File: config.mk
export PLATFORM = sky130hd
export DESIGN_NAME = cu_top
export DESIGN_NICKNAME = d
export VERILOG_FILES = /design/src/logic/cu_pkg.sv /design/src/logic/ctrl_pipe.sv /design/src/logic/cu_csr.sv /design/src/logic/cu_top.sv /design/src/logic/hazard_unit.sv /design/src/logic/instr_decode.sv
export SDC_FILE = /design/constraint.sdc
export NUM_CORES = 1
export LEC_CHECK = 0
export ABC_AREA = 1
export BUFFER_PORTS_ARGS = -buffer_cell sky130_fd_sc_hd__buf_2
export CAP_MARGIN = 20
export CELL_PAD_IN_SITES_DETAIL_PLACEMENT = 0
export CELL_PAD_IN_SITES_GLOBAL_PLACEMENT = 1
export CORE_UTILIZATION = 33
export DETAILED_ROUTE_END_ITERATION = 10
export PLACE_DENSITY = 0.76
export SYNTH_ARGS = -nofsm -noshare
export SYNTH_HDL_FRONTEND = slang
export SYNTH_SLANG_ARGS = --single-unit
export TNS_END_PERCENT = 10
File: constraint.sdc
create_clock -name clk -period 2.9 [get_ports clk]
set_clock_uncertainty 0.2 [all_clocks]
set_input_delay 0.58 -clock clk [delete_from_list [all_inputs] [get_ports clk]]
set_output_delay 0.58 -clock clk [all_outputs]
set_load 0.02 [all_outputs]
File: src/logic/cu_pkg.sv
/*
 * RV32I decode control unit package
 * Opcodes, funct3 codes, ALU operations, instruction views,
 * per-stage control structs and the AXI4-Lite register map
 */
`default_nettype none

package cu_pkg;

	localparam int AXI_AW = 4;
	localparam int AXI_DW = 32;
	localparam int REG_W  = 5;     // Register index width

	// RV32I major opcodes
	typedef enum logic [6:0] {
		OPC_LUI    = 7'b0110111,
		OPC_AUIPC  = 7'b0010111,
		OPC_JAL    = 7'b1101111,
		OPC_JALR   = 7'b1100111,
		OPC_BRANCH = 7'b1100011,
		OPC_LOAD   = 7'b0000011,
		OPC_STORE  = 7'b0100011,
		OPC_OP_IMM = 7'b0010011,
		OPC_OP     = 7'b0110011,
		OPC_FENCE  = 7'b0001111     // Handled with R-type control
	} opcode_e;

	// funct3 for op and op_imm
	localparam logic [2:0] F3_ADD_SUB = 3'b000;
	localparam logic [2:0] F3_SLL     = 3'b001;
	localparam logic [2:0] F3_SLT     = 3'b010;
	localparam logic [2:0] F3_SLTU    = 3'b011;
	localparam logic [2:0] F3_XOR     = 3'b100;
	localparam logic [2:0] F3_SRX     = 3'b101;    // SRL or SRA by funct7 bit 30
	localparam logic [2:0] F3_OR      = 3'b110;
	localparam logic [2:0] F3_AND     = 3'b111;

	typedef enum logic [3:0] {
		ALU_PASS, ALU_ADD, ALU_SUB, ALU_XOR, ALU_OR, ALU_AND,
		ALU_SLL, ALU_SRL, ALU_SRA, ALU_SLT, ALU_SLTU
	} alu_op_e;

	typedef struct packed {
		logic [6:0]       funct7;
		logic [REG_W-1:0] rs2;
		logic [REG_W-1:0] rs1;
		logic [2:0]       funct3;
		logic [REG_W-1:0] rd;
		logic [6:0]       opcode;
	} r_fmt_t;

	// Stores and branches carry immediate bits where rd would be
	typedef struct packed {
		logic [6:0]       imm_hi;
		logic [REG_W-1:0] rs2;
		logic [REG_W-1:0] rs1;
		logic [2:0]       funct3;
		logic [4:0]       imm_lo;
		logic [6:0]       opcode;
	} s_fmt_t;

	typedef union packed {
		r_fmt_t r_fmt;
		s_fmt_t s_fmt;
	} instr_u;

	typedef struct packed {
		logic    reg_a_en;
		logic    reg_b_en;
		logic    imm_en;
		logic    mux_a_sel;    // 0 PC, 1 register A
		logic    mux_b_sel;    // 0 register B, 1 immediate
		alu_op_e alu_op;
		logic    valid;
	} ex_ctrl_t;

	typedef struct packed {
		logic dram_we;
		logic dram_re;
		logic valid;
	} mem_ctrl_t;

	typedef struct packed {
		logic mux_c_sel;
		logic mux_d_sel;
		logic rf_we;
		logic valid;
	} wb_ctrl_t;

	typedef struct packed {
		ex_ctrl_t  ex;
		mem_ctrl_t mem;
		wb_ctrl_t  wb;
	} stage_ctrl_t;

	typedef struct packed {
		logic       hz_en;
		logic [2:0] ld_br_delay;    // Bubbles for load then dependent branch
	} hz_cfg_t;

	// Register map, CFG holds hz_en in bit 0 and ld_br_delay in bits 6:4
	localparam logic [AXI_AW-1:0] CFG_ADDR        = 4'h0;
	localparam logic [AXI_AW-1:0] BUBBLE_CNT_ADDR = 4'h4;
	localparam logic [AXI_AW-1:0] STALL_CYC_ADDR  = 4'h8;
	localparam logic [2:0]        LD_BR_DELAY_RST = 3'd2;
	localparam logic [1:0]        RESP_OKAY       = 2'b00;

endpackage

`default_nettype wire

File: src/logic/ctrl_pipe.sv
/*
 * Control pipeline
 * Carries decoded controls through execute, memory and write-back,
 * inserting bubbles for hazards and flushes and freezing on stall
 */
`timescale 1ns/1ps
`default_nettype none

module ctrl_pipe import cu_pkg::*; (
	input  logic        clk,
	input  logic        nrst,
	input  stage_ctrl_t ctrl,
	input  logic        bubble,
	input  logic        stall,
	input  logic        chng2nop,
	output ex_ctrl_t    ex_ctrl,
	output mem_ctrl_t   mem_ctrl,
	output wb_ctrl_t    wb_ctrl
);

	// Controls still needed once the instruction leaves execute
	typedef struct packed {
		mem_ctrl_t mem;
		wb_ctrl_t  wb;
	} mem_stage_t;

	stage_ctrl_t ex_q;
	mem_stage_t  mem_q;
	wb_ctrl_t    wb_q;
	logic        kill;

	// Hazard bubble or mispredict flush
	assign kill = bubble || chng2nop;

	always_ff @(posedge clk) begin
		if (!nrst) begin
			ex_q  <= '0;
			mem_q <= '0;
			wb_q  <= '0;
		end else if (!stall) begin
			ex_q <= kill ? stage_ctrl_t'('0) : ctrl;
			mem_q.mem <= ex_q.mem;
			mem_q.wb  <= ex_q.wb;
			wb_q <= mem_q.wb;
		end
	end

	assign ex_ctrl  = ex_q.ex;
	assign mem_ctrl = mem_q.mem;
	assign wb_ctrl  = wb_q;

endmodule

`default_nettype wire

File: src/logic/cu_csr.sv
/*
 * Hazard configuration register block
 * AXI4-Lite slave holding the hazard enable, the load-branch bubble count
 * and saturating counters for inserted bubbles and stall cycles
 */
`timescale 1ns/1ps
`default_nettype none

module cu_csr import cu_pkg::*; #(
	parameter int cnt_w = 16
) (
	input  logic                clk,
	input  logic                nrst,
	input  logic [AXI_AW-1:0]   awaddr,
	input  logic                awvalid,
	output logic                awready,
	input  logic [AXI_DW-1:0]   wdata,
	input  logic [AXI_DW/8-1:0] wstrb,
	input  logic                wvalid,
	output logic                wready,
	output logic [1:0]          bresp,
	output logic                bvalid,
	input  logic                bready,
	input  logic [AXI_AW-1:0]   araddr,
	input  logic                arvalid,
	output logic                arready,
	output logic [AXI_DW-1:0]   rdata,
	output logic [1:0]          rresp,
	output logic                rvalid,
	input  logic                rready,
	input  logic                bubble_pulse,
	input  logic                stall_pulse,
	output hz_cfg_t             cfg
);

	logic             wr_fire;
	logic             rd_fire;
	logic [cnt_w-1:0] bubble_cnt;
	logic [cnt_w-1:0] stall_cyc;
	logic [AXI_DW-1:0] rd_mux;

	function automatic logic [cnt_w-1:0] sat_inc(input logic [cnt_w-1:0] v);
		return (&v) ? v : v + 1'b1;    // Stick at all ones
	endfunction

	// Address and data are taken together, one response outstanding
	assign wr_fire = awvalid && wvalid && !bvalid;
	assign awready = wr_fire;
	assign wready  = wr_fire;
	assign bresp   = RESP_OKAY;

	assign rd_fire = arvalid && !rvalid;
	assign arready = !rvalid;
	assign rresp   = RESP_OKAY;

	always_ff @(posedge clk) begin
		if (!nrst) begin
			cfg    <= '{hz_en: 1'b1, ld_br_delay: LD_BR_DELAY_RST};
			bvalid <= 1'b0;
		end else begin
			if (wr_fire && awaddr == CFG_ADDR && wstrb[0]) begin
				cfg.hz_en       <= wdata[0];
				cfg.ld_br_delay <= wdata[6:4];
			end
			if (wr_fire)
				bvalid <= 1'b1;
			else if (bready)
				bvalid <= 1'b0;
		end
	end

	// Any write to a counter address clears it
	always_ff @(posedge clk) begin
		if (!nrst) begin
			bubble_cnt <= '0;
			stall_cyc  <= '0;
		end else begin
			if (wr_fire && awaddr == BUBBLE_CNT_ADDR)
				bubble_cnt <= '0;
			else if (bubble_pulse)
				bubble_cnt <= sat_inc(bubble_cnt);
			if (wr_fire && awaddr == STALL_CYC_ADDR)
				stall_cyc <= '0;
			else if (stall_pulse)
				stall_cyc <= sat_inc(stall_cyc);
		end
	end

	always_comb begin
		rd_mux = '0;    // Unmapped reads return zero
		case (araddr)
			CFG_ADDR: begin
				rd_mux[0]   = cfg.hz_en;
				rd_mux[6:4] = cfg.ld_br_delay;
			end
			BUBBLE_CNT_ADDR: rd_mux = AXI_DW'(bubble_cnt);
			STALL_CYC_ADDR:  rd_mux = AXI_DW'(stall_cyc);
			default:         rd_mux = '0;
		endcase
	end

	always_ff @(posedge clk) begin
		if (!nrst)
			rvalid <= 1'b0;
		else if (rd_fire)
			rvalid <= 1'b1;
		else if (rready)
			rvalid <= 1'b0;
	end

	always_ff @(posedge clk) begin
		if (rd_fire)
			rdata <= rd_mux;
	end

endmodule

`default_nettype wire

File: src/logic/cu_top.sv
/*
 * Decode-side control unit top
 * Decoder, hazard unit, stage control pipeline and AXI4-Lite registers
 */
`timescale 1ns/1ps
`default_nettype none

module cu_top import cu_pkg::*; #(
	parameter int cnt_w = 16
) (
	input  logic                clk,
	input  logic                nrst,
	input  instr_u              instr,
	input  logic                stall,
	input  logic                chng2nop,
	output logic                pc_en,
	output logic                fd_en,
	output ex_ctrl_t            ex_ctrl,
	output mem_ctrl_t           mem_ctrl,
	output wb_ctrl_t            wb_ctrl,
	input  logic [AXI_AW-1:0]   awaddr,
	input  logic                awvalid,
	output logic                awready,
	input  logic [AXI_DW-1:0]   wdata,
	input  logic [AXI_DW/8-1:0] wstrb,
	input  logic                wvalid,
	output logic                wready,
	output logic [1:0]          bresp,
	output logic                bvalid,
	input  logic                bready,
	input  logic [AXI_AW-1:0]   araddr,
	input  logic                arvalid,
	output logic                arready,
	output logic [AXI_DW-1:0]   rdata,
	output logic [1:0]          rresp,
	output logic                rvalid,
	input  logic                rready
);

	stage_ctrl_t      dec_ctrl;
	logic [REG_W-1:0] rs1, rs2, rd;
	logic             is_load, is_branch;
	logic             bubble, bubble_pulse, stall_pulse;
	hz_cfg_t          cfg;

	instr_decode decode_i (
		.instr(instr), .ctrl(dec_ctrl), .rs1(rs1), .rs2(rs2), .rd(rd),
		.is_load(is_load), .is_branch(is_branch)
	);

	hazard_unit hazard_i (
		.clk(clk), .nrst(nrst), .stall(stall), .cfg(cfg),
		.rs1(rs1), .rs2(rs2), .rd(rd), .is_load(is_load), .is_branch(is_branch),
		.bubble(bubble), .pc_en(pc_en), .fd_en(fd_en),
		.bubble_pulse(bubble_pulse), .stall_pulse(stall_pulse)
	);

	ctrl_pipe pipe_i (
		.clk(clk), .nrst(nrst), .ctrl(dec_ctrl), .bubble(bubble), .stall(stall),
		.chng2nop(chng2nop), .ex_ctrl(ex_ctrl), .mem_ctrl(mem_ctrl), .wb_ctrl(wb_ctrl)
	);

	cu_csr #(.cnt_w(cnt_w)) csr_i (
		.clk(clk), .nrst(nrst),
		.awaddr(awaddr), .awvalid(awvalid), .awready(awready),
		.wdata(wdata), .wstrb(wstrb), .wvalid(wvalid), .wready(wready),
		.bresp(bresp), .bvalid(bvalid), .bready(bready),
		.araddr(araddr), .arvalid(arvalid), .arready(arready),
		.rdata(rdata), .rresp(rresp), .rvalid(rvalid), .rready(rready),
		.bubble_pulse(bubble_pulse), .stall_pulse(stall_pulse), .cfg(cfg)
	);

endmodule

`default_nettype wire

File: src/logic/hazard_unit.sv
/*
 * Hazard unit
 * Compares decode operands with the instruction that last entered execute
 * and times load-use, writer-branch and load-branch bubbles
 */
`timescale 1ns/1ps
`default_nettype none

module hazard_unit import cu_pkg::*; (
	input  logic             clk,
	input  logic             nrst,
	input  logic             stall,
	input  hz_cfg_t          cfg,
	input  logic [REG_W-1:0] rs1,
	input  logic [REG_W-1:0] rs2,
	input  logic [REG_W-1:0] rd,
	input  logic             is_load,
	input  logic             is_branch,
	output logic             bubble,
	output logic             pc_en,
	output logic             fd_en,
	output logic             bubble_pulse,
	output logic             stall_pulse
);

	logic [REG_W-1:0] prev_rd;     // Destination of the instruction in execute
	logic             prev_ld;
	logic [2:0]       hold_cnt;    // Bubbles still owed after this cycle
	logic [2:0]       hz_len;
	logic [2:0]       remaining;
	logic             active;

	// Bubble count required by the current pair
	always_comb begin
		hz_len = 3'd0;
		if (cfg.hz_en && prev_rd != '0 && (rs1 == prev_rd || rs2 == prev_rd)) begin
			if (prev_ld && is_branch)
				hz_len = cfg.ld_br_delay;
			else if (prev_ld || is_branch)
				hz_len = 3'd1;
		end
	end

	assign active    = (hold_cnt != 3'd0) || (hz_len != 3'd0);
	assign remaining = (hold_cnt != 3'd0) ? hold_cnt - 3'd1 : hz_len - 3'd1;

	assign bubble       = active;
	assign pc_en        = !stall && !active;
	assign fd_en        = !stall && !active;
	assign bubble_pulse = active && !stall;
	assign stall_pulse  = stall;

	always_ff @(posedge clk) begin
		if (!nrst) begin
			prev_rd  <= '0;
			prev_ld  <= 1'b0;
			hold_cnt <= 3'd0;
		end else if (!stall) begin
			if (!active) begin
				prev_rd  <= rd;    // Decode instruction moves into execute
				prev_ld  <= is_load;
				hold_cnt <= 3'd0;
			end else begin
				hold_cnt <= remaining;
				// Record stays frozen until the last bubble goes in
				if (remaining == 3'd0) begin
					prev_rd <= '0;
					prev_ld <= 1'b0;
				end
			end
		end
	end

endmodule

`default_nettype wire

File: src/logic/instr_decode.sv
/*
 * Instruction decoder
 * Maps one RV32I instruction to its stage control word and ALU operation,
 * and extracts the register fields used for hazard detection
 */
`timescale 1ns/1ps
`default_nettype none

module instr_decode import cu_pkg::*; (
	input  instr_u            instr,
	output stage_ctrl_t       ctrl,
	output logic [REG_W-1:0]  rs1,
	output logic [REG_W-1:0]  rs2,
	output logic [REG_W-1:0]  rd,
	output logic              is_load,
	output logic              is_branch
);

	opcode_e op;
	alu_op_e alu_fn;

	// en is {reg_a, reg_b, imm}, mux is {a, b}, mem is {we, re}, wb is {c, d, rf_we}
	function automatic stage_ctrl_t pack_ctrl(input logic [2:0] en, input logic [1:0] mux,
			input alu_op_e alu, input logic [1:0] mem, input logic [2:0] wb);
		stage_ctrl_t c;
		c.ex  = '{reg_a_en: en[2], reg_b_en: en[1], imm_en: en[0],
			mux_a_sel: mux[1], mux_b_sel: mux[0], alu_op: alu, valid: 1'b1};
		c.mem = '{dram_we: mem[1], dram_re: mem[0], valid: 1'b1};
		c.wb  = '{mux_c_sel: wb[2], mux_d_sel: wb[1], rf_we: wb[0], valid: 1'b1};
		return c;
	endfunction

	assign op        = opcode_e'(instr.r_fmt.opcode);
	assign is_load   = (op == OPC_LOAD);
	assign is_branch = (op == OPC_BRANCH);

	// Bit 30 selects SUB only for the register form
	always_comb begin
		case (instr.r_fmt.funct3)
			F3_ADD_SUB: alu_fn = (instr.r_fmt.funct7[5] && op == OPC_OP) ? ALU_SUB : ALU_ADD;
			F3_SLL:     alu_fn = ALU_SLL;
			F3_SLT:     alu_fn = ALU_SLT;
			F3_SLTU:    alu_fn = ALU_SLTU;
			F3_XOR:     alu_fn = ALU_XOR;
			F3_SRX:     alu_fn = instr.r_fmt.funct7[5] ? ALU_SRA : ALU_SRL;
			F3_OR:      alu_fn = ALU_OR;
			default:    alu_fn = ALU_AND;
		endcase
	end

	always_comb begin
		case (op)
			OPC_AUIPC:  ctrl = pack_ctrl(3'b001, 2'b01, ALU_ADD, 2'b00, 3'b101);
			OPC_LUI:    ctrl = pack_ctrl(3'b001, 2'b11, ALU_PASS, 2'b00, 3'b101);
			OPC_BRANCH: ctrl = pack_ctrl(3'b111, 2'b11, ALU_SUB, 2'b00, 3'b100);
			OPC_JAL:    ctrl = pack_ctrl(3'b001, 2'b10, ALU_ADD, 2'b00, 3'b111);
			OPC_JALR:   ctrl = pack_ctrl(3'b101, 2'b01, ALU_ADD, 2'b00, 3'b111);
			OPC_LOAD:   ctrl = pack_ctrl(3'b101, 2'b11, ALU_ADD, 2'b01, 3'b001);
			OPC_STORE:  ctrl = pack_ctrl(3'b111, 2'b11, ALU_ADD, 2'b10, 3'b100);
			OPC_OP_IMM: ctrl = pack_ctrl(3'b101, 2'b11, alu_fn, 2'b00, 3'b101);
			OPC_OP:     ctrl = pack_ctrl(3'b110, 2'b10, alu_fn, 2'b00, 3'b101);
			OPC_FENCE:  ctrl = pack_ctrl(3'b110, 2'b10, ALU_PASS, 2'b00, 3'b101);
			default:    ctrl = '0;    // Unknown opcode decodes to a bubble
		endcase
	end

	// Operand fields, zeroed where the format has none
	always_comb begin
		rs1 = instr.r_fmt.rs1;
		rs2 = instr.r_fmt.rs2;
		rd  = instr.r_fmt.rd;
		case (op)
			OPC_LUI, OPC_AUIPC, OPC_JAL: begin
				rs1 = '0;
				rs2 = '0;
			end
			OPC_JALR, OPC_LOAD, OPC_OP_IMM: rs2 = '0;
			OPC_STORE, OPC_BRANCH: begin
				rs1 = instr.s_fmt.rs1;
				rs2 = instr.s_fmt.rs2;
				rd  = '0;    // imm_lo, not a destination
			end
			OPC_OP, OPC_FENCE: begin
				rd = instr.r_fmt.rd;
			end
			default: begin
				rs1 = '0;
				rs2 = '0;
				rd  = '0;
			end
		endcase
	end

endmodule

`default_nettype wire

After elaboration in Yosys (flattened, before gate mapping)
Index checks and enable logic that the tools add are counted.
Widths: inputs -> output; s select.
{"block": "classes", "n_addsub": 4, "eq_ne": 23, "n_mux": 25, "bitwise_logic": 4, "reduce_logical": 40}
{"cell": "$pmux 17 s10", "n": 1}
{"cell": "$add 16x1->16 const B", "n": 2}
{"cell": "$reduce_and 16->1", "n": 2}
{"cell": "$pmux 4 s7", "n": 1}
{"cell": "$mux 5", "n": 5}
{"cell": "$eq 7x6->1 const B", "n": 3}
{"cell": "$eq 7x7->1 const B", "n": 3}
{"cell": "$pmux 9 s2", "n": 1}
{"cell": "$mux 17", "n": 1}
{"cell": "$eq 7x5->1 const B", "n": 2}
{"cell": "$logic_and 1x1->1", "n": 13}
{"cell": "$mux 3", "n": 4}
{"cell": "$eq 5x5->1", "n": 2}
{"cell": "$eq 3x3->1 const B", "n": 3}
{"cell": "$pmux 3 s3", "n": 1}
{"cell": "$eq 4x3->1 const B", "n": 2}
{"cell": "$eq 4x4->1 const B", "n": 2}
{"cell": "$logic_not 4->1", "n": 2}
{"cell": "$reduce_or 8->1", "n": 1}
{"cell": "$eq 7x2->1 const B", "n": 1}
{"cell": "$eq 7x4->1 const B", "n": 1}
{"cell": "$mux 1", "n": 7}
{"cell": "$reduce_or 7->1", "n": 1}
{"cell": "$eq 3x2->1 const B", "n": 2}
{"cell": "other kinds (17)", "n": 33}
{"block": "word_totals", "register_bits": 107, "input_bits": 85, "output_inout_bits": 60, "wordCells": 131}

Logic depth before layout (Yosys ltp)
Gate-level depths: netlist (run 1).
{"block": "logic_depth", "word_depth": 12, "depth_mapped": 24, "ltp_nobuf": 24}

By module
A second synthesis (run 1) with hierarchy kept.
{"block": "hier_totals", "cells_unflattened": 860, "area_unflattened_um2": 5850.6}
{"module": "cu_csr", "n_inst": 1, "cells_per_inst": 426, "area_per_inst_um2": 3153.0, "seq_area_each_um2": 1241.2}
{"module": "ctrl_pipe", "n_inst": 1, "cells_per_inst": 170, "area_per_inst_um2": 1315.0, "seq_area_each_um2": 560.5}
{"module": "hazard_unit", "n_inst": 1, "cells_per_inst": 128, "area_per_inst_um2": 769.5, "seq_area_each_um2": 180.2}
{"module": "instr_decode", "n_inst": 1, "cells_per_inst": 136, "area_per_inst_um2": 613.1, "seq_area_each_um2": 0.0}

Worst setup path after synthesis (run 1)
No wires, ideal clock.
{"block": "synth_path", "path_kind": "input -> output", "start": "in instr[1] in the netlist's numbering", "end": "out pc_en", "arrival_time_ps": 2283, "required_time_ps": 2120, "slack_ps": -163, "stages": 18, "path_buffers": 1, "path_cell_list": "nand2_1 > inv_2 > nand3_1 > nor2_2 > nor2_2 > nand2_4 > nand2_1 > nand2_1 > nand2_1 > nor2_1 > nand3_1 > nand2_1 > nand2_2 > o21ai_4 > inv_2 > nand3_1 > inv_2 > buf_4"}
{"block": "synth_via", "elab_chain_len": 11, "word_cells_on_any_way": 24, "cone_classes": "9 x eq/ne; 5 x mux; 10 x reduce/logical"}
{"element": "start, declared", "line_no": "cu_top.sv:13", "source": "input instr_u instr,"}
{"element": "$eq 7x6->1 (tied with other cells)", "line_no": "instr_decode.sv:72", "source": "case (op)"}
{"element": "$reduce_or 7->1 (no source line) or $reduce_or 4->1 (tied branches)"}
{"element": "$mux 5", "line_no": "instr_decode.sv:72"}
{"element": "$eq 5x5->1", "line_no": "hazard_unit.sv:36", "source": "if (cfg.hz_en && prev_rd != '0 && (rs1 == prev_rd || rs2 == prev_rd)) begin"}
{"element": "$logic_or 1x1->1", "line_no": "hazard_unit.sv:36"}
{"element": "$logic_and 1x1->1", "line_no": "hazard_unit.sv:36"}
{"element": "$mux 3 *", "line_no": "hazard_unit.sv:36"}
{"element": "$reduce_bool 3->1 *", "line_no": "hazard_unit.sv:44", "source": "assign active = (hold_cnt != 3'd0) || (hz_len != 3'd0);"}
{"element": "$logic_or 1x1->1 *", "line_no": "hazard_unit.sv:44"}
{"element": "$logic_not 1->1 *"}
{"element": "$logic_and 1x1->1 *"}
{"element": "end, declared", "line_no": "cu_top.sv:16", "source": "output logic pc_en,"}
Every way passes the cells marked *; elsewhere a longest branch is shown, timed or not.

Worst setup path in the final report (run 1)
{"block": "layout_path", "start": "in instr[2] in the netlist's numbering", "end": "out fd_en"}
{"block": "layout_via", "elab_chain_len": 11, "word_cells_on_any_way": 24, "cone_classes": "9 x eq/ne; 5 x mux; 10 x reduce/logical"}
{"element": "$eq 7x6->1 (tied with other cells)", "line_no": "instr_decode.sv:72"}
{"element": "$reduce_or 7->1 (no source line) or $reduce_or 4->1 (tied branches)"}
{"element": "$mux 5", "line_no": "instr_decode.sv:72"}
{"element": "$eq 5x5->1", "line_no": "hazard_unit.sv:36"}
{"element": "$logic_or 1x1->1", "line_no": "hazard_unit.sv:36"}
{"element": "$logic_and 1x1->1", "line_no": "hazard_unit.sv:36"}
{"element": "$mux 3 *", "line_no": "hazard_unit.sv:36"}
{"element": "$reduce_bool 3->1 *", "line_no": "hazard_unit.sv:44"}
{"element": "$logic_or 1x1->1 *", "line_no": "hazard_unit.sv:44"}
{"element": "$logic_not 1->1 *", "line_no": "hazard_unit.sv:49", "source": "assign fd_en = !stall && !active;"}
{"element": "$logic_and 1x1->1 *", "line_no": "hazard_unit.sv:49"}
{"element": "end, declared", "line_no": "cu_top.sv:17", "source": "output logic fd_en,"}
Marked as above.

==> impl_metrics.py, run 1 <==
metrics = {
    "outcome": {
        "failed_checks": "setup timing",
        "outcome": "finished, violations left",
    },
    "die": {
        "ioPinCount": 145,
        "initial_util": 0.338,
        "fp.coreArea_sq_mm": 0.0145,
        "die_y_um": 124,
        "die_area_sq_mm": 0.0154,
        "die-width_um": 124,
        "rows": 44,
    },
    "setup_path": {
        "timing.reg2reg.setup_slack_ns": 0.44,
        "cp-start-kind": "input port",
        "timing.critical_path.slowest_stage_cell": "sky130_fd_sc_hd__nor2_4",
        "r2r.worst_path.cells": 13,
        "regToRegStartpoint": "csr_i.stall_cyc[0]",
        "start_to_end_type_of_the_worst_setup_path": "in2out",
        "rr_endpoint": "csr_i.stall_cyc[15]",
        "critical_path.cell_chain": "buf_8 > nor2_4 > nand2_4 > a21oi_4 > nor2_4 > nand2_4 > nand2_1 > nand2_1 > nand2_1 > nor2_1 > nand3_1 > nand2_2 > nand2_4 > inv_2 > buf_6 > o21ai_4 > nand3_4 > inv_4 > buf_6",
        "setup.worst_path.end_class": "primary output",
        "critical-path-top-delay-family": "simple AND/OR/NAND/NOR gates",
        "timing.critical_path.required_ns": 2.12,
        "cp_slowest_stage_delay_ns": 0.17,
        "timing.critical_path.arrival_ns": 2.30,
        "worst-path-max-fanout": 5,
        "crit_buf_inv": 5,
    },
    "placement": {
        "place.gp.congestion": 0.821,
        "port_buffer_cells": 87,
        "post-dp-hpwl_um": 9290,
        "detailed_place.area_sq_mm": 0.00567,
    },
    "timing": {
        "setup_repair_after_global_routing_missed_its_margin": "true",
        "relSlewSlack": 0.579,
        "setup_slack_ns": -0.180,
        "finalHoldViolCount": 0,
        "timing.final.crit_period_ns": 3.08,
        "worstMarginPinSlew_ns": 0.631,
        "max_clock_freq_mhz": 325,
        "final.period_utilization": 1.06,
        "setup_violations": 2,
        "slew_viol_final": 0,
    },
    "layout": {
        "area_growth_pct": 26.4,
        "finalCoreUtilization": 0.428,
        "final_cell_area_sq_mm": 0.00622,
        "antennaDiodeCount": 0,
        "design.final.nets": 873,
        "drive_above_1_share": 0.251,
        "fillers": 1495,
    },
    "synthesis": {
        "synth_fa_ha_area_frac": 0.0102,
        "synth-edff-count": 16,
        "syn-mean-instance-area_sq_um": 7.30,
        "synth_common_cells": "sky130_fd_sc_hd__nand2_1, sky130_fd_sc_hd__inv_1, sky130_fd_sc_hd__dfxtp_1",
        "synth_warnings": 0,
        "most_instantiated_library_cell_after_synthesis": "sky130_fd_sc_hd__nand2_1",
        "synth_simple_gate_area_frac": 0.302,
        "synthDominantCellAreaShare": 0.293,
        "synthArstFlopShare": 0,
        "netlist_area_sq_mm": 0.00492,
        "yosysTopAreaCell": "sky130_fd_sc_hd__dfxtp_1",
        "synth_flop_cell": "sky130_fd_sc_hd__dfxtp_1",
        "synth.distinct_cells": 43,
        "yosysSeqAreaShare": 0.391,
        "post_synth_xor_area_fraction": 0.0303,
        "synth-compound-area-share": 0.130,
        "postSynthRegisterBits": 88,
        "synth.area.mux_share": 0,
        "post_synth_main_area_contributors": "sky130_fd_sc_hd__dfxtp_1, sky130_fd_sc_hd__edfxtp_1, sky130_fd_sc_hd__nand2_1",
        "synth_top_family_by_area": "simple AND/OR/NAND/NOR gates",
        "netlist_instances": 674,
    },
    "worst_hold_path": {
        "hold_path.startpoint": "wdata[0]",
        "min_delay_endpoint": "csr_i.cfg[3]",
        "worst_hold_path_type": "in2reg",
        "worst_hold_path.num_cells": 3,
    },
    "clock_tree": {
        "cts_hold_buffers": 0,
        "cts_max_level": 3,
        "clock-root-buffer": "sky130_fd_sc_hd__clkbuf_16",
        "clock_tree_from_tritoncts": "done",
        "cts.sinks": 88,
        "clock_latency_at_the_later_pin_of_the_worst_skew_pair_ns": 0.34,
        "cts.path.max_buffers": 2,
        "cts_inserted_buffers": 9,
        "clk_transition_reported_paths_ns": 0.06,
    },
    "global_route": {
        "gr-total-overflow": 0,
        "largest_net_degree_at_the_start_of_global_routing": 46,
        "number_of_global_route_vias_before_repair": 4199,
        "grt_pass1_wl_um": 19700,
        "grt_antenna_before_repair": 0,
        "grt_use_total": 0.165,
    },
    "pwr": {
        "power_per_cell_area_mw_per_mm2": 491,
        "static-leakage-power_nw": 2.54,
        "worst_ir_drop_vdd_mv": 0.270,
    },
    "detailed_routing": {
        "routed_wire_length_per_instance_um": 12.6,
        "vias_per_cell": 4.78,
        "detailroute.via_count": 4647,
        "totalWireLength_um": 12300,
        "drt_iter0_markers": 205,
        "count_of_unresolved_drc_violations_after_routing": 0,
        "postRouteAntennaNets": 0,
        "firstDrtPassIters": 4,
    },
    "run": {
        "timing.max_cap.violations": 0,
    },
}
[layer usage]
metal,vias to the layer above,track usage,wire length (um)
met5,-,0,0
met4,0,0.0446,127
met3,11,0.0357,519
met2,104,0.284,6110
met1,2107,0.207,5520
li1,2425,-,-
[worst reg2reg max path: stages (launching register included)]
cell and delay [ns]:
sky130_fd_sc_hd__dfxtp_1 0.33, sky130_fd_sc_hd__ha_1 0.21, sky130_fd_sc_hd__inv_1 0.09, sky130_fd_sc_hd__nor4_1 0.06
sky130_fd_sc_hd__inv_1 0.08, sky130_fd_sc_hd__nor3_1 0.06, sky130_fd_sc_hd__a21oi_1 0.36, sky130_fd_sc_hd__nand2_1 0.13
sky130_fd_sc_hd__nor2_1 0.20, sky130_fd_sc_hd__nand3_1 0.18, sky130_fd_sc_hd__nor2_1 0.16, sky130_fd_sc_hd__nand3_1 0.10
sky130_fd_sc_hd__o21ai_0 0.15, sky130_fd_sc_hd__a21oi_1 0.05
[flip-flops by register name, indices dropped and copies added (netlist names)]
name	flops
csr_i.bubble_cnt	16
csr_i.rdata	16
csr_i.stall_cyc	16
pipe_i.ex_ctrl	9
pipe_i.ex_q	6
hazard_i.prev_rd	5
csr_i.cfg	4
pipe_i.mem_q	4
pipe_i.wb_ctrl	4
hazard_i.hold_cnt	3
pipe_i.mem_ctrl	2
csr_i.bvalid	1
csr_i.rvalid	1
hazard_i.prev_ld	1
[repair_timing]
item / CTS / global route
pin swaps: 17 / 4
resized for setup: 29 / 10
setup endpoints to repair: 8 / 9
cloned: 1 / 0
buffers inserted: 7 / 1
[cell type report]
type	instances	area, sq um	share of cell area
Clock inverter	4	76.3	0.0123
Tap cell	184	230	0.0370
Multi-Input combinational cell	469	2560	0.412
Clock buffer	12	256	0.0413
Timing Repair Buffer	134	853	0.137
Sequential cell	88	1920	0.309
Inverter	82	318	0.0511
[how the worst max path moves through the flow]
| stage | slack, ns | cells after the start | endpoint | startpoint |
|---|---|---|---|---|
| floorplan | -0.01 | 17 | pc_en | instr[3] |
| global placement | -0.38 | 22 | hazard_i.prev_rd[4] | instr[3] |
| detailed placement | -0.46 | 22 | hazard_i.prev_rd[4] | instr[3] |
| CTS | -0.20 | 19 | fd_en | instr[2] |
| global route | -0.33 | 19 | fd_en | instr[2] |
| finish | -0.18 | 19 | fd_en | instr[2] |
[placed cells by master, fill, tap and decap left out, drive strengths merged]
cell type	count
nand3b	1
bufinv	2
o211ai	2
a31o	1
clkinv	2
edfxtp	16
dfxtp	72
a211oi	2
nor2	72
nor3	21
o41ai	1
o31ai	1
conb	20
o22ai	10
nor3b	2
nand4	40
nand2	132
a2111oi	1
a31oi	1
inv	81
o21ai	29
xnor2	1
buf	134
a21oi	58
nor4	5
clkbuf	12
o221ai	4
nand3	41
clkinvlp	1
xor2	16
or2	2
ha	4
o21a	2
[stage by stage]
stage / hold WS (ns) / instances / total power [mW] / worst slack [ns] / setup TNS, ns
2_1_floorplan: 0.237 / 693 / 1.63 / -0.0132 / -0.0132
3_3_place_gp: 0.254 / 948 / 1.76 / -0.383 / -5.46
3_5_place_dp: 0.253 / 948 / 1.77 / -0.457 / -6.44
4_1_cts: 0.241 / 972 / 3.07 / -0.196 / -0.393
5_1_grt: 0.261 / 973 / 3.19 / -0.327 / -1.29
6_report: 0.253 / 973 / 3.05 / -0.180 / -0.360
[report_power, final]
group | total (mW) | switching (mW) | internal, mW
clock network | 1.28 | 0.475 | 0.805
registers | 1.29 | 0.0156 | 1.28
logic | 0.481 | 0.302 | 0.179
[logic make-up (layout without fill, tap and decap cells)]
kind of cell | after synthesis | count (layout)
AO/OA/AOI/OAI | 112 | 112
XOR/XNOR | 17 | 17
adder cells (fa/ha/maj) | 4 | 4
buffers and inverters | 137 | 232
flip-flops | 88 | 88
other | 1 | 20
AND/OR/NAND/NOR | 315 | 316
Power figures use the tool's default switching activity.
==> run 2, diff against run 1 <==
--- a/config.mk
+++ b/config.mk
@@ -6,13 +6,13 @@
 export NUM_CORES = 1
 export LEC_CHECK = 0
 export ABC_AREA = 1
-export BUFFER_PORTS_ARGS = -buffer_cell sky130_fd_sc_hd__buf_2
 export CAP_MARGIN = 20
 export CELL_PAD_IN_SITES_DETAIL_PLACEMENT = 0
 export CELL_PAD_IN_SITES_GLOBAL_PLACEMENT = 1
-export CORE_UTILIZATION = 33
+export CORE_UTILIZATION = 40
 export DETAILED_ROUTE_END_ITERATION = 10
-export PLACE_DENSITY = 0.76
+export DONT_BUFFER_PORTS = 1
+export PLACE_DENSITY = 0.75
 export SYNTH_ARGS = -nofsm -noshare
 export SYNTH_HDL_FRONTEND = slang
 export SYNTH_SLANG_ARGS = --single-unit
==> constraint.sdc (replaced) <==
create_clock -name clk -period 2.6 [get_ports clk]
set_clock_uncertainty 0.2 [all_clocks]
set_input_delay 0.52 -clock clk [delete_from_list [all_inputs] [get_ports clk]]
set_output_delay 0.52 -clock clk [all_outputs]
set_load 0.02 [all_outputs]
==> run 2 against run 1 <==
The flow still finishes with violations (setup timing). Global-route usage up 2.9 points. Via count down 5.3%. Sequential share of layout area up 2.6 points. Clock-buffer cell count down 2. Flip-flop and latch count unchanged. Non-clock buffer count down 78. Clock power about the same. Combinational power down 11%. Sequential power up 14%. Core utilization up 5.0 points. Critical path depth down 2. Design area down 7.6%. Highest routed layer unchanged.
==> impl_metrics.py, run 2 (synthesis results as in run 1) <==
metrics = {
    "layout": {
        "final_common_cell": "sky130_fd_sc_hd__nand2_1",
        "layout_common_cells": "sky130_fd_sc_hd__nand2_1, sky130_fd_sc_hd__inv_1, sky130_fd_sc_hd__dfxtp_1",
        "instances_no_fill": 858,
        "design.final.nets": 795,
        "finalCoreUtilization": 0.478,
        "area_growth_pct": 16.7,
        "final_cell_area_sq_mm": 0.00574,
        "antennaDiodeCount": 0,
        "drive_above_1_share": 0.166,
        "top_regs": "csr_i.bubble_cnt x16, csr_i.rdata x16, csr_i.stall_cyc x16",
    },
    "timing": {
        "worstMarginPinSlew_ns": 0.617,
        "final.period_utilization": 1.08,
        "relSlewSlack": 0.587,
        "timing.final.crit_period_ns": 2.81,
        "setup_violations": 2,
        "max_clock_freq_mhz": 356,
        "slew_viol_final": 0,
        "setup_repair_after_global_routing_missed_its_margin": "true",
        "setup_slack_ns": -0.206,
        "finalHoldViolCount": 0,
    },
    "setup_path": {
        "timing.critical_path.required_ns": 1.88,
        "r2r.worst_path.cells": 13,
        "cp_num_cells": 17,
        "crit_buf_inv": 3,
        "setup.worst_path.end_class": "primary output",
        "worst-path-max-fanout": 5,
        "cp-start-kind": "input port",
        "critical_path.cell_chain": "nor2_4 > nand2_4 > a21oi_4 > nor2_4 > nand2_4 > nand2_1 > nand2_1 > nand2_1 > nor2_2 > nand3_1 > nand2_2 > nand2_4 > o21ai_4 > buf_6 > inv_6 > nand3_4 > inv_8",
        "timing.critical_path.slowest_stage_cell": "sky130_fd_sc_hd__nor2_4",
        "critical-path-top-delay-family": "simple AND/OR/NAND/NOR gates",
        "start_to_end_type_of_the_worst_setup_path": "in2out",
        "timing.critical_path.arrival_ns": 2.09,
        "cp_slowest_stage_delay_ns": 0.16,
    },
    "clock_tree": {
        "clock_latency_at_the_later_pin_of_the_worst_skew_pair_ns": 0.34,
        "clock_tree_from_tritoncts": "done",
        "clk_transition_reported_paths_ns": 0.06,
        "cts_max_level": 3,
        "clock-root-buffer": "sky130_fd_sc_hd__clkbuf_16",
        "cts_inserted_buffers": 9,
        "cts_hold_buffers": 0,
        "cts.sinks": 88,
        "cts.path.max_buffers": 2,
    },
    "pwr": {
        "worst_ir_drop_vdd_mv": 0.251,
        "power_per_cell_area_mw_per_mm2": 560,
        "static-leakage-power_nw": 2.18,
    },
    "global_route": {
        "grt_antenna_before_repair": 0,
        "largest_net_degree_at_the_start_of_global_routing": 47,
        "grt_pass1_wl_um": 19800,
        "grt_use_total": 0.194,
        "gr-total-overflow": 0,
        "number_of_global_route_vias_before_repair": 4147,
    },
    "placement": {
        "numPlacedInstances": 828,
        "pre_cts_slack_ns": -0.475,
        "detailed_place.area_sq_mm": 0.00522,
        "place.gp.congestion": 0.858,
        "post-dp-hpwl_um": 8740,
        "port_buffer_cells": 0,
    },
    "detailed_routing": {
        "vias_per_cell": 5.13,
        "firstDrtPassIters": 4,
        "drt_iter0_markers": 128,
        "totalWireLength_um": 12000,
        "count_of_unresolved_drc_violations_after_routing": 0,
        "routed_wire_length_per_instance_um": 14.0,
        "postRouteAntennaNets": 0,
        "detailroute.via_count": 4402,
    },
    "worst_hold_path": {
        "worst_hold_path.num_cells": 1,
        "worst_hold_path_type": "in2reg",
    },
    "outcome": {
        "failed_checks": "setup timing",
        "outcome": "finished, violations left",
    },
    "run": {
        "timing.max_cap.violations": 0,
    },
    "die": {
        "die_area_sq_mm": 0.0127,
        "initial_util": 0.409,
        "die-width_um": 113,
        "die_y_um": 113,
        "fp.coreArea_sq_mm": 0.0120,
        "rows": 40,
        "ioPinCount": 145,
    },
}
[run 2: changes by cell type in the layout (fill, tap and decap cells not counted), sizes merged]
cell      before  now
buf          134   56
clkinv         2    5
clkinvlp       1    0
inv           81   82
clkbuf        12   10
bufinv         2    1
[run 2: cell type report]
cell class              count  area (sq um)
flip-flops and latches     88          1920
well taps                 147           184
clock buffers              10           239
inverters                  82           325
repair buffers             56           453
fillers                  1209          6270
clock inverters             6          66.3
multi-input cells         469          2550
[run 2: path summary, 6_finish.rpt]
| kind | start | end | slack (ns) |
|---|---|---|---|
| worst max-delay path | instr[3] | pc_en | -0.21 |
| worst min-delay path | nrst | csr_i.cfg[3] | 0.07 |
| worst max register to register | csr_i.stall_cyc[7] | csr_i.stall_cyc[14] | 0.26 |
| worst min register to register | pipe_i.ex_q[3] | pipe_i.ex_q[3] | 0.26 |
[run 2: routing by layer]
metal	wire [um]	vias to the layer above	track usage	share of wire
li1	-	2265	-	-
met1	5330	2023	0.238	0.44
met2	5880	97	0.336	0.49
met3	552	17	0.0418	0.046
met4	210	0	0.0675	0.018
met5	0	-	0	0
[run 2: repair_timing]
action	in CTS	in global routing
gates cloned	1	0
setup buffers	10	3
gates resized for setup	21	6
setup endpoints to repair	8	28
pin swaps	22	13
[run 2: metrics by stage]
step	total power [mW]	hold slack [ns]	setup TNS [ns]
global placement	1.89	0.250	-8.42
global route	3.34	0.0590	-4.47
finish	3.21	0.0749	-0.412
floorplan	1.82	0.237	-1.25
CTS	3.24	0.0546	-0.439
detailed placement	1.89	0.254	-10.73
[run 2: power by group]
part	internal [mW]	switching (mW)
clock network	0.775	0.535
registers	1.42	0.0479
logic	0.158	0.271
